## src/common/cache_consts.svh

```systemverilog
`ifndef CACHE_CONSTS_SVH
`define CACHE_CONSTS_SVH

// pipeline and refill widths
`define ADDR_W 32
`define XLEN 64

// line geometry, 64 sets of 32-byte lines
`define OFFSET_W 5
`define INDEX_W 6
`define TAG_W 21
`define WORD_SEL_W 2
`define BEATS 4

// replacement lfsr starts here after reset
`define VICTIM_SEED 16'hACE1

`endif

```

## src/common/cache_pkg.sv

```systemverilog
`include "cache_consts.svh"

package cache_pkg;

  typedef logic [`ADDR_W-1:0] addr_t;
  typedef logic [`XLEN-1:0] word_t;
  typedef logic [`TAG_W-1:0] tag_t;
  typedef logic [`INDEX_W-1:0] index_t;

  // word position inside a line
  typedef logic [$clog2(`BEATS)-1:0] beat_t;
  typedef logic way_t;

  // set index above word position
  typedef logic [`INDEX_W+`WORD_SEL_W-1:0] ramAddr_t;

  typedef enum logic [1:0] {
    IDLE,
    COMPARE,
    REFILL,
    RESPOND
  } cacheState_e;

endpackage

```

## src/cache/tagStore.sv

```systemverilog
`include "cache_consts.svh"

module tagStore import cache_pkg::*; (
  input  logic       clk,
  input  logic       rst_n,
  input  logic       lookupEn_i,
  input  index_t     lookupIndex_i,
  input  tag_t       cmpTag_i,
  input  logic       fillEn_i,
  input  way_t       fillWay_i,
  input  index_t     fillIndex_i,
  input  tag_t       fillTag_i,
  output logic [1:0] wayHit_o,
  output logic [1:0] wayValid_o
);

  localparam int Sets = 1 << `INDEX_W;

  tag_t            tagArr [2][Sets];
  logic [Sets-1:0] validArr [2];
  tag_t            tagQ [2];
  logic [1:0]      validQ;

  always_ff @(posedge clk) begin
    if (fillEn_i) begin
      tagArr[fillWay_i][fillIndex_i] <= fillTag_i;
    end
  end

  // every line starts invalid
  always_ff @(posedge clk or negedge rst_n) begin
    if (!rst_n) begin
      validArr[0] <= '0;
      validArr[1] <= '0;
    end else if (fillEn_i) begin
      validArr[fillWay_i][fillIndex_i] <= 1'b1;
    end
  end

  // lookup result shows up one cycle after the enable
  always_ff @(posedge clk) begin
    if (lookupEn_i) begin
      tagQ[0] <= tagArr[0][lookupIndex_i];
      tagQ[1] <= tagArr[1][lookupIndex_i];
    end
  end

  always_ff @(posedge clk or negedge rst_n) begin
    if (!rst_n) begin
      validQ <= '0;
    end else if (lookupEn_i) begin
      validQ <= {validArr[1][lookupIndex_i], validArr[0][lookupIndex_i]};
    end
  end

  assign wayValid_o = validQ;

  always_comb begin
    for (int w = 0; w < 2; w++) begin
      wayHit_o[w] = validQ[w] && (tagQ[w] == cmpTag_i);
    end
  end

endmodule

```

## config.mk

```make
export PLATFORM = sky130hd
export DESIGN_NAME = tagStore
export DESIGN_NICKNAME = d
export VERILOG_FILES = /design/src/common/cache_pkg.sv /design/src/cache/tagStore.sv
export VERILOG_INCLUDE_DIRS = /design/src /design/src/common
export SDC_FILE = /design/constraint.sdc
export NUM_CORES = 2
export LEC_CHECK = 0
export BUFFER_PORTS_ARGS = -buffer_cell sky130_fd_sc_hd__buf_2
export CORE_MARGIN = 1
export CORE_UTILIZATION = 45
export DETAILED_ROUTE_END_ITERATION = 10
export HOLD_SLACK_MARGIN = 0.06
export PLACE_DENSITY_LB_ADDON = 0.25
export SETUP_SLACK_MARGIN = 0.05
export SYNTH_ARGS = -nofsm -noshare
export SYNTH_HDL_FRONTEND = slang
export SYNTH_SLANG_ARGS = --single-unit
```

## constraint.sdc

```tcl
create_clock -name clk -period 2.24 [get_ports clk]
set_input_delay 0.224 -clock clk [delete_from_list [all_inputs] [get_ports clk]]
set_output_delay 0.224 -clock clk [all_outputs]
set_load 0.01 [all_outputs]
```

==> results.ini <==
[status]
status=finished with violations
violations=setup timing

[sta]
slew_violations=0
setup_slack_ns=-0.5540
min_period_ns=2.794
fmax_mhz=357.9
period_share=1.247
relSlewSlack=0.4687
setup_viol=2
worstMarginPinSlew_ns=0.7768
finalHoldViolCount=0
final.setup.tns_ns=-1.041
rsz0062_at_grt=yes
fin_skew_ns=0.03498

[cells_and_area]
layout.nets=5311
post-route-cell-area_um2=129100
drive_gt1_frac=0.3817
area_growth_pct=18.22

[worst_setup_path]
crit_path_max_fanout=1
slowest_delay_ns=0.44
cp.arrival_ns=2.57
crit_family=simple AND/OR/NAND/NOR gates
path_cells=xor2_1 > nor4_2 > nand4_1 > nor2_2 > buf_2
crit_buf_inv=1
worstSetupPathType=flip-flop to output pin
worstSetupEndpointType=output pin
required_ns=2.02
crit_path_start_kind=flip-flop
cpMaxStageDelayCell=nor4_2

[power]
peakVddDrop_v=0.0008315
netSwitchingPower_mw=23.67
p_int_mw=89.34
switching_share=0.2095
clkPwrFrac=0.417
pwr-share-comb=0.057
sequentialPowerShare=0.526
p_per_area_nw_per_um2=875.5
leakage_nw=41.58

[die]
dieWidth_um=494.6
dieArea_um2=244600
die_h_um=494.6
initial_utilization=0.4531
core_area_um2=241000
io_pins=63
rows=180

[global_routing]
antenna_found_initial=17
grt_pass1_wl_um=402100
grt_pass1_vias=53364
grt.overflow.total=0
grt_start_max_net_pins=129
gr-usage-all-layers=0.2345

[synth]
synth-main-ff-cell=edfxtp_1
syn_nets=4636
synth_area_leaders=edfxtp_1 (75%), mux4_2 (17%), dfrtp_1 (3.0%), or2_2 (0.74%), a22oi_1 (0.59%)
yosysTopAreaCell=edfxtp_1
ys_top_cells_by_count=edfxtp_1 (2,730), mux4_2 (832), nor2_1 (137), dfrtp_1 (130), or2_2 (129)
synth.distinct_cells=39
yosysWarnings=0
synth_top_cell_area_share=0.7508
yosysMostFrequentCell=edfxtp_1
post_synth.cell_area_avg_um2=23.86
synthCells=4577
netlist_area_um2=109200
synth_seq_cells=2860
yosysSeqAreaShare=0.7806
synth_edf_count=2730
async_flop_share=0.04545

[routing]
drt-vias-per-instance=6.040
wirelength_um=283700
first_pass_iters=5
routedWlPerCell_um=32.77
drc_errors=0
vias=52295
antenna_left=0
drt_iter0_drc=6058

[place]
dp_hpwl_um=166200
place_congestion=0.8931
io_buffers=62
placed_cell_area_um2=119400

[run]
maxCapViolations=0

[clock_network]
cts_sinks=2860
cts_tree=yes
insertion_delay_ns=0.96
clk_pin_slew_ns=0.06
cts_buffers=296
h-tree-depth=5
cts_buffer_depth=4
root_buffer=clkbuf_16

[worst_hold_path]
min_path_type=input port to flip-flop

## final timing paths
| check | start | endpoint | slack [ns] | depth (start not counted) |
|---|---|---|---|---|
| setup / recovery | tagQ[0][8]$_DFFE_PP_ | wayHit_o[0] | -0.55 | 5 |
| hold / removal | fillIndex_i[4] | tagArr[1][84]$_DFFE_PP_ | 0.15 | 5 |
| setup reg to reg | tagArr[0][1063]$_DFFE_PP_ | tagQ[0][13]$_DFFE_PP_ | 0.10 | 4 |
| hold reg to reg | validArr[78]$_DFFE_PN0P_ | validArr[78]$_DFFE_PN0P_ | 0.46 | 1 |
| max in group asynchronous | rst_n | validArr[35]$_DFFE_PN0P_ | 1.19 | 4 |
| min in group asynchronous | rst_n | wayValid_o[0]$_DFFE_PN0P_ | 0.60 | 4 |
## final cells by class
| class | instances | area [µm²] |
|---|---|---|
| repair buffers | 614 | 7510 |
| diodes | 10 | 25.02 |
| inverters | 2 | 7.507 |
| fillers | 18135 | 111900 |
| clock inverters | 136 | 1174 |
| multi-input cells | 1478 | 23220 |
| well taps | 3185 | 3985 |
| flip-flops and latches | 2860 | 85230 |
| clock buffers | 373 | 7929 |
## routing by layer
metal | track usage | vias to the layer above | share of wire
li1 | - | 20936 | -
met1 | 0.3223 | 28817 | 0.40
met2 | 0.3865 | 2146 | 0.50
met3 | 0.03468 | 396 | 0.067
met4 | 0.07765 | 0 | 0.030
met5 | 0 | - | 0
## sequential cells by signal, summed over array words and instances (netlist names)
signal,count
wayValid_o,2
validArr,128
tagQ,42
tagArr,2688
## power groups by stage
| stage | combinational, mW | sequential (mW) | clock [mW] |
|---|---|---|---|
| 2_1_floorplan | 3.23 | 60.4 | 0 |
| 6_report | 6.50 | 59.4 | 47.1 |
| 3_5_place_dp | 6.44 | 60.5 | 0 |
| 4_1_cts | 6.54 | 59.4 | 47.8 |
| 5_1_grt | 6.86 | 59.4 | 49.7 |
| 3_3_place_gp | 6.34 | 60.5 | 0 |
## cells by family (layout without fill, tap and decap cells)
family	count (synthesis)	after routing	synth area share
buffers and inverters	239	1125	0.01107
other	0	10	0
and+or+nand+nor	406	406	0.01868
AOI/OAI and AO/OA	169	169	0.01189
muxes	861	861	0.1744
xor gates and xnor gates	42	42	0.003369
DFF	2860	2860	0.7806
## worst register-to-register path, cell delays in order (launching register included)
cell and delay (ns):
edfxtp_1 0.37, mux4_2 0.48, mux4_2 0.58, a22oi_2 0.38
nand2_1 0.10
## repair_timing
item,4_1_cts,5_1_grt
endpoints found under the hold margin,2619,21
setup buffers,0,0
setup endpoints to repair,6,29
gates resized for setup,14,11
pin swaps,8,1
hold buffers,36,1
cloned,0,0
## stage by stage
stage          total power [mW]  std cells  setup WS, ns  hold slack (ns)  utilization
3_3_place_gp              66.84       8102       -0.8734           0.1930       0.4957
4_1_cts                   113.8       8647       -0.6250          0.07871       0.5353
6_report                  113.0       8658       -0.5540           0.1453       0.5357
5_1_grt                   116.0       8652       -0.6332           0.1128       0.5356
3_5_place_dp              66.98       8102       -0.8316           0.2008       0.4957
2_1_floorplan             63.67       4577       -0.1970         -0.07159            -
## cell usage in the layout, fill, tap and decap left out, types with 8 or more instances in the layout
master         count
edfxtp_1        2730
mux4_2           832
buf_4            309
clkbuf_16        306
buf_12           227
dfrtp_1          130
or2_2            129
nor2_2           126
a22oi_1           78
clkbuf_1          65
clkinv_1          64
nand2_1           55
xor2_1            40
dlygate4sd3_1     36
buf_2             35
clkinv_2          34
a221oi_1          22
a22o_1            21
nor2b_1           20
bufinv_16         20
mux2i_1           18
nand3_1           18
mux2_2            11
diode_2           10
clkinvlp_4        10
o21ai_0            9
a22oi_2            8
(Power assumes the default switching activity.)
