--- config.mk ---
export PLATFORM = sky130hd
export DESIGN_NAME = cacheCtrl
export DESIGN_NICKNAME = d
export VERILOG_FILES = /design/src/common/cache_pkg.sv /design/src/cache/cacheCtrl.sv
export VERILOG_INCLUDE_DIRS = /design/src /design/src/common
export SDC_FILE = /design/constraint.sdc
export NUM_CORES = 1
export LEC_CHECK = 0
export ABC_AREA = 1
export BUFFER_PORTS_ARGS = -buffer_cell sky130_fd_sc_hd__clkbuf_2
export CORE_AREA = 2 2 180 182
export CTS_CLUSTER_DIAMETER = 40
export CTS_CLUSTER_SIZE = 30
export DETAILED_ROUTE_END_ITERATION = 12
export DIE_AREA = 0 0 182 184
export RECOVER_POWER = 100
export SETUP_SLACK_MARGIN = 0.1
export SYNTH_ARGS = -nofsm -noshare
export SYNTH_HDL_FRONTEND = slang
export SYNTH_SLANG_ARGS = --single-unit
--- constraint.sdc ---
create_clock -name clk -period 8.27 [get_ports clk]
set_input_delay 0.827 -clock clk [delete_from_list [all_inputs] [get_ports clk]]
set_output_delay 0.827 -clock clk [all_outputs]
set_load 0.01 [all_outputs]
--- src/common/cache_consts.svh ---
`ifndef CACHE_CONSTS_SVH
`define CACHE_CONSTS_SVH

// pipeline and refill widths
`define ADDR_W 32
`define XLEN 64

// line geometry, 64 sets of 32-byte lines
`define OFFSET_W 5
`define INDEX_W 6
`define TAG_W 21
`define WORD_SEL_W 2
`define BEATS 4

// replacement lfsr starts here after reset
`define VICTIM_SEED 16'hACE1

`endif

--- src/common/cache_pkg.sv ---
`include "cache_consts.svh"

package cache_pkg;

  typedef logic [`ADDR_W-1:0] addr_t;
  typedef logic [`XLEN-1:0] word_t;
  typedef logic [`TAG_W-1:0] tag_t;
  typedef logic [`INDEX_W-1:0] index_t;

  // word position inside a line
  typedef logic [$clog2(`BEATS)-1:0] beat_t;
  typedef logic way_t;

  // set index above word position
  typedef logic [`INDEX_W+`WORD_SEL_W-1:0] ramAddr_t;

  typedef enum logic [1:0] {
    IDLE,
    COMPARE,
    REFILL,
    RESPOND
  } cacheState_e;

endpackage

--- src/cache/cacheCtrl.sv ---
`include "cache_consts.svh"

module cacheCtrl import cache_pkg::*; (
  input  logic        clk,
  input  logic        rst_n,
  input  logic        valid_i,
  input  addr_t       addr_i,
  input  logic [1:0]  wayHit_i,
  input  logic [1:0]  wayValid_i,
  input  logic        rdDataValid_i,
  input  logic        rdLast_i,
  input  word_t       rdData_i,
  input  word_t       ramRdata0_i,
  input  word_t       ramRdata1_i,
  output logic        addrOk_o,
  output logic        dataOk_o,
  output word_t       rdData_o,
  output logic        cacheRdValid_o,
  output addr_t       cacheAddr_o,
  output logic        lookupEn_o,
  output index_t      lookupIndex_o,
  output tag_t        cmpTag_o,
  output ramAddr_t    ramAddr_o,
  output logic [1:0]  ramWe_o,
  output word_t       ramWdata_o,
  output logic        fillEn_o,
  output way_t        fillWay_o,
  output index_t      fillIndex_o,
  output tag_t        fillTag_o
);

  cacheState_e state;
  cacheState_e stateNext;

  addr_t       reqAddr;
  tag_t        reqTag;
  index_t      reqIndex;
  beat_t       reqWord;
  beat_t       beatCnt;
  way_t        victimWay;
  logic [15:0] lfsr;
  logic        lfsrFb;
  logic        cacheHit;
  logic        accept;
  logic        missStart;
  logic        beatIn;
  logic        lastBeat;
  word_t       rdDataQ;

  assign reqTag   = reqAddr[`ADDR_W-1 -: `TAG_W];
  assign reqIndex = reqAddr[`OFFSET_W +: `INDEX_W];
  assign reqWord  = reqAddr[`OFFSET_W-1 -: `WORD_SEL_W];

  assign cacheHit  = |wayHit_i;
  // a new request slips in behind a hit but never behind a miss
  assign accept    = valid_i && (state == IDLE || (state == COMPARE && cacheHit));
  assign missStart = (state == COMPARE) && !cacheHit;
  assign beatIn    = (state == REFILL) && rdDataValid_i;
  assign lastBeat  = beatIn && rdLast_i;

  always_comb begin
    stateNext = state;
    case (state)
      IDLE: begin
        if (valid_i) begin
          stateNext = COMPARE;
        end
      end
      COMPARE: begin
        if (!cacheHit) begin
          stateNext = REFILL;
        end else if (!valid_i) begin
          stateNext = IDLE;
        end
      end
      REFILL: begin
        if (lastBeat) begin
          stateNext = RESPOND;
        end
      end
      RESPOND: begin
        stateNext = IDLE;
      end
      default: begin
        stateNext = IDLE;
      end
    endcase
  end

  always_ff @(posedge clk or negedge rst_n) begin
    if (!rst_n) begin
      state    <= IDLE;
      addrOk_o <= 1'b0;
      dataOk_o <= 1'b0;
    end else begin
      state    <= stateNext;
      addrOk_o <= accept;
      dataOk_o <= (state == COMPARE && cacheHit) || lastBeat;
    end
  end

  // request latch holds from accept until the response
  always_ff @(posedge clk) begin
    if (accept) begin
      reqAddr <= addr_i;
    end
  end

  // hit word from the ram or the matching beat during refill
  always_ff @(posedge clk) begin
    if (state == COMPARE && cacheHit) begin
      rdDataQ <= wayHit_i[0] ? ramRdata0_i : ramRdata1_i;
    end else if (beatIn && beatCnt == reqWord) begin
      rdDataQ <= rdData_i;
    end
  end

  assign rdData_o = rdDataQ;

  // taps 16,14,13,11
  assign lfsrFb = lfsr[15] ^ lfsr[13] ^ lfsr[12] ^ lfsr[10];

  always_ff @(posedge clk or negedge rst_n) begin
    if (!rst_n) begin
      beatCnt   <= '0;
      victimWay <= 1'b0;
      lfsr      <= `VICTIM_SEED;
    end else if (missStart) begin
      beatCnt <= '0;
      lfsr    <= {lfsr[14:0], lfsrFb};
      // an empty way wins over the random pick
      if (!wayValid_i[0]) begin
        victimWay <= 1'b0;
      end else if (!wayValid_i[1]) begin
        victimWay <= 1'b1;
      end else begin
        victimWay <= lfsr[0];
      end
    end else if (beatIn) begin
      beatCnt <= beatCnt + 1'b1;
    end
  end

  assign lookupEn_o    = accept;
  assign lookupIndex_o = addr_i[`OFFSET_W +: `INDEX_W];
  assign cmpTag_o      = reqTag;

  // the incoming lookup drives the ram port unless a refill owns it
  assign ramAddr_o  = (state == REFILL) ? {reqIndex, beatCnt} :
                      {addr_i[`OFFSET_W +: `INDEX_W], addr_i[`OFFSET_W-1 -: `WORD_SEL_W]};
  assign ramWe_o    = {beatIn && victimWay, beatIn && !victimWay};
  assign ramWdata_o = rdData_i;

  // tag and valid land with the last beat
  assign fillEn_o    = lastBeat;
  assign fillWay_o   = victimWay;
  assign fillIndex_o = reqIndex;
  assign fillTag_o   = reqTag;

  assign cacheRdValid_o = (state == REFILL);
  assign cacheAddr_o    = {reqAddr[`ADDR_W-1:`OFFSET_W], {`OFFSET_W{1'b0}}};

  // a response never overlaps a refill in flight
  assert property (@(posedge clk) disable iff (!rst_n)
    cacheRdValid_o |-> !dataOk_o);

  // refill address holds while the line request is open
  assert property (@(posedge clk) disable iff (!rst_n)
    cacheRdValid_o && $past(cacheRdValid_o) |-> $stable(cacheAddr_o));

  // a line lives in one way only
  assert property (@(posedge clk) disable iff (!rst_n)
    !(&wayHit_i));

endmodule

==> impl_metrics.xml <==
<?xml version="1.0" encoding="UTF-8"?>
<metrics>
  <group name="run_status">
    <metric name="run_status" unit="">finished, violations left</metric>
    <metric name="violated_checks" unit="">capacitance limit, slew limit</metric>
  </group>
  <group name="layout">
    <metric name="synthToLayoutAreaGrowth" unit="%">28.7</metric>
    <metric name="fillers" unit="">3508</metric>
    <metric name="nets" unit="">1211</metric>
    <metric name="post_route_cells_drive_above_1_share" unit="%">26.4</metric>
  </group>
  <group name="timing">
    <metric name="fin_skew" unit="ns">0.0111</metric>
    <metric name="hold_viol" unit="">0</metric>
    <metric name="slew_of_the_pin_with_the_lowest_slew_margin" unit="ns">3.09</metric>
    <metric name="final_critical_path_setup_slack" unit="ns">3.97</metric>
    <metric name="timing.max_slew.rel_slack" unit="%">-107</metric>
    <metric name="setup_violations" unit="">0</metric>
    <metric name="finalSetupTns" unit="ns">0</metric>
    <metric name="timing.final.max_slew_violations" unit="">150</metric>
    <metric name="setup_repair_after_global_routing_missed_its_margin" unit="">no</metric>
    <metric name="finalCriticalPeriod" unit="ns">4.30</metric>
    <metric name="max_freq" unit="MHz">233</metric>
    <metric name="post_route_hold_slack" unit="ns">0.459</metric>
    <metric name="period_share" unit="%">52.0</metric>
  </group>
  <group name="synthesis">
    <metric name="synth_cells" unit="">678</metric>
    <metric name="synthesis.area_per_instance" unit="um^2">9.37</metric>
    <metric name="most_numerous_cell_in_the_yosys_netlist" unit="">sky130_fd_sc_hd__nand2_1</metric>
    <metric name="synth_warnings" unit="">0</metric>
    <metric name="number_of_storage_elements_in_the_synthesis_netlist" unit="">116</metric>
    <metric name="dominantRegCellSynth" unit="">sky130_fd_sc_hd__edfxtp_1</metric>
    <metric name="post_synth_main_area_contributors" unit="">sky130_fd_sc_hd__edfxtp_1 44%, sky130_fd_sc_hd__buf_4 18%, sky130_fd_sc_hd__nand2_1 12%</metric>
    <metric name="synth_largest_area_cell" unit="">sky130_fd_sc_hd__edfxtp_1</metric>
    <metric name="syn_area" unit="um^2">6350</metric>
    <metric name="synth.yosys.seq_area_share" unit="%">53.2</metric>
    <metric name="synth_async_sr_flop_share" unit="%">19.8</metric>
    <metric name="synth.lib_cells_used.distinct" unit="">22</metric>
    <metric name="synth_common_cells" unit="">202 x sky130_fd_sc_hd__nand2_1, 151 x sky130_fd_sc_hd__buf_4, 93 x sky130_fd_sc_hd__edfxtp_1, 69 x sky130_fd_sc_hd__nor2_1, 64 x sky130_fd_sc_hd__a31oi_1</metric>
    <metric name="synth_top_area_share" unit="%">44.0</metric>
    <metric name="synth_enable_flop_cells" unit="">93</metric>
  </group>
  <group name="setup_path">
    <metric name="data_arrival_critical_path" unit="ns">4.28</metric>
    <metric name="worst_ep_required_time" unit="ns">8.25</metric>
    <metric name="timing.critical_path.cells" unit="">nor2_1 &gt; nand2_1 &gt; inv_1 &gt; nand3_1 &gt; nand2_1</metric>
    <metric name="cpLargestDelayFamily" unit="">simple AND/OR/NAND/NOR gates</metric>
    <metric name="crit_path_start_kind" unit="">register</metric>
    <metric name="crit_top_cell" unit="">sky130_fd_sc_hd__nand2_1</metric>
    <metric name="crit_path_end_kind" unit="">register</metric>
    <metric name="critical-path-slowest-cell" unit="">sky130_fd_sc_hd__nand2_1</metric>
    <metric name="path_class" unit="">register to register</metric>
    <metric name="cpPeakStageDelay" unit="ns">2.20</metric>
    <metric name="rrSetupSlack" unit="ns">3.97</metric>
    <metric name="crit_path_max_fanout" unit="">64</metric>
    <metric name="path_buf_inv" unit="">1</metric>
  </group>
  <group name="detailed_routing">
    <metric name="drt_first_pass_iters" unit="">5</metric>
    <metric name="vias_cell" unit="">3.99</metric>
    <metric name="wl" unit="um">20500</metric>
    <metric name="routed_wire_length_per_instance" unit="um">14.7</metric>
    <metric name="vias" unit="">5565</metric>
    <metric name="detail-route-antenna-nets" unit="">0</metric>
    <metric name="drc" unit="">0</metric>
    <metric name="detailedRoute.firstIterationViolations" unit="">291</metric>
  </group>
  <group name="clock_tree">
    <metric name="postCtsSetupBuffers" unit="">0</metric>
    <metric name="cts_hold_buf" unit="">0</metric>
    <metric name="cts.root.buffer_cell" unit="">sky130_fd_sc_hd__clkbuf_16</metric>
    <metric name="clock_latency" unit="ns">0.44</metric>
    <metric name="cts_buf_count" unit="">17</metric>
    <metric name="cts.clk_slew.worst_paths" unit="ns">0.06</metric>
    <metric name="cts-htree-levels" unit="">4</metric>
    <metric name="cts_repair_resizes" unit="">0</metric>
    <metric name="clock-sinks" unit="">116</metric>
    <metric name="clock_tree_from_tritoncts" unit="">done</metric>
    <metric name="cts_max_path_bufs" unit="">2</metric>
  </group>
  <group name="grt">
    <metric name="global_route_usage_over_all_layers" unit="%">11.8</metric>
    <metric name="first_global_vias" unit="">5213</metric>
    <metric name="grt_max_degree" unit="">78</metric>
    <metric name="initial_antenna_violation_count" unit="">3</metric>
    <metric name="grt.overflow.total" unit="">0</metric>
    <metric name="first_pass_grt_wire_length" unit="um">29300</metric>
  </group>
  <group name="die">
    <metric name="die_height" unit="um">184</metric>
    <metric name="floorplan.rows" unit="">65</metric>
    <metric name="design.die.area" unit="um^2">33500</metric>
    <metric name="floorplan.core_area" unit="um^2">31400</metric>
    <metric name="dieWidth" unit="um">182</metric>
    <metric name="io_pins" unit="">463</metric>
    <metric name="initial_core_util" unit="%">20.2</metric>
  </group>
  <group name="power">
    <metric name="net-switching-power" unit="W">0.00100</metric>
    <metric name="power_per_standard_cell_area" unit="nW/um^2">327</metric>
    <metric name="internal-power" unit="W">0.00167</metric>
    <metric name="p_leak" unit="nW">3.49</metric>
    <metric name="ir_drop" unit="uV">129</metric>
    <metric name="power.sequential.fraction" unit="%">39.1</metric>
    <metric name="power.share.switching" unit="%">37.5</metric>
    <metric name="p_comb_share" unit="%">32.3</metric>
    <metric name="clock_power_share" unit="%">28.6</metric>
  </group>
  <group name="place">
    <metric name="dp_slack" unit="ns">5.17</metric>
    <metric name="detailedPlacementHpwl" unit="um">15700</metric>
    <metric name="gpl.final_weighted_congestion" unit="">0.782</metric>
    <metric name="placement.io_buffers" unit="">454</metric>
  </group>
  <group name="min_path">
    <metric name="min-delay-path-class" unit="">register to register</metric>
  </group>
  <group name="job">
    <metric name="maxCapViolCount" unit="">3</metric>
  </group>
</metrics>
## tightest hold or removal path: cells and delay by family, from the launching register on
family / cells / cell delay [ns]
DFF: 1 / 0.37
and+or+nand+nor: 2 / 0.09
## path summary, 6_finish.rpt
check	cells past startpoint	to	from
setup / recovery	5	rdData_o[22]	state[0]
hold / removal	2	lfsr[11]	lfsr[11]
setup reg to reg	5	rdData_o[22]	state[0]
hold reg to reg	2	lfsr[11]	lfsr[11]
max in group asynchronous	1	lfsr[2]	rst_n
min in group asynchronous	1	lfsr[9]	rst_n
## registers in the layout, indices dropped and copies added, names as in the netlist, named ones only
| register | cells |
|---|---|
| beatCnt | 2 |
| rdData_o | 64 |
| fillWay_o | 1 |
| lfsr | 16 |
| addrOk_o | 1 |
| state | 1 |
| dataOk_o | 1 |
| reqAddr | 29 |
## logic make-up (layout without fill, tap and decap cells)
logic type / after synthesis / in the layout / share of synthesized area, %
other: 1 / 6 / 0.0591
xor gates and xnor gates: 7 / 7 / 0.966
and+or+nand+nor: 281 / 281 / 17.0
AOI/OAI and AO/OA: 74 / 74 / 7.13
DFF: 116 / 116 / 53.2
buffers and inverters: 199 / 508 / 21.7
## routing by layer
metal / wire, um / vias up / track usage [%]
met1: 7890 / 2517 / 12.9
met5: 33 / - / 0
met2: 10400 / 319 / 21.0
li1: - / 2704 / -
met4: 350 / 4 / 5.03
met3: 1800 / 21 / 4.02
## through the flow
stage	cells	instance area [um^2]	power [W]	util, %
6_report	1394	8180	0.00268	26.0
5_1_grt	1394	8180	0.00285	26.0
4_1_cts	1393	8490	0.00279	27.1
3_5_place_dp	1361	7880	0.00200	25.1
3_3_place_gp	1361	7880	0.00199	25.1
2_1_floorplan	682	6360	0.00171	-
## power by group through the flow
stage,Combinational [W],Sequential (W),Clock [W]
detailed placement,0.000958,0.00105,0
finish,0.000865,0.00105,0.000764
global route,0.000964,0.00108,0.000814
floorplan,0.000616,0.00110,0
CTS,0.000960,0.00104,0.000789
global placement,0.000949,0.00104,0
## final cells by class
cell class / instances / area (um^2) / share of cell area, %
diodes: 1 / 2.50 / 0.0306
clock buffers: 21 / 503 / 6.15
clock inverters: 11 / 113 / 1.38
inverters: 17 / 63.8 / 0.781
multi-input cells: 367 / 1610 / 19.7
flip-flops and latches: 116 / 3380 / 41.3
well taps: 402 / 503 / 6.15
repair buffers: 459 / 2010 / 24.5
## cells in the final DEF (no fill, tap or decap)
cell type and n:
sky130_fd_sc_hd__dfrtp_1 15, sky130_fd_sc_hd__edfxtp_1 93, sky130_fd_sc_hd__clkinv_1 1, sky130_fd_sc_hd__clkbuf_8 2, sky130_fd_sc_hd__nand3_1 5, sky130_fd_sc_hd__nand4_1 1
sky130_fd_sc_hd__clkbuf_16 19, sky130_fd_sc_hd__bufinv_16 1, sky130_fd_sc_hd__nor2_4 1, sky130_fd_sc_hd__clkinvlp_4 4, sky130_fd_sc_hd__dfstp_2 8, sky130_fd_sc_hd__diode_2 1
sky130_fd_sc_hd__nor2_1 71, sky130_fd_sc_hd__inv_1 16, sky130_fd_sc_hd__inv_6 3, sky130_fd_sc_hd__buf_4 3, sky130_fd_sc_hd__nand2_1 202, sky130_fd_sc_hd__o211ai_1 1
sky130_fd_sc_hd__xnor2_1 4, sky130_fd_sc_hd__a31oi_1 64, sky130_fd_sc_hd__clkbuf_1 239, sky130_fd_sc_hd__clkinv_4 3, sky130_fd_sc_hd__o21ai_0 9, sky130_fd_sc_hd__xor2_1 3
sky130_fd_sc_hd__clkbuf_2 217, sky130_fd_sc_hd__conb_1 5, sky130_fd_sc_hd__nand2_2 1
Power figures use the tool's default switching activity.
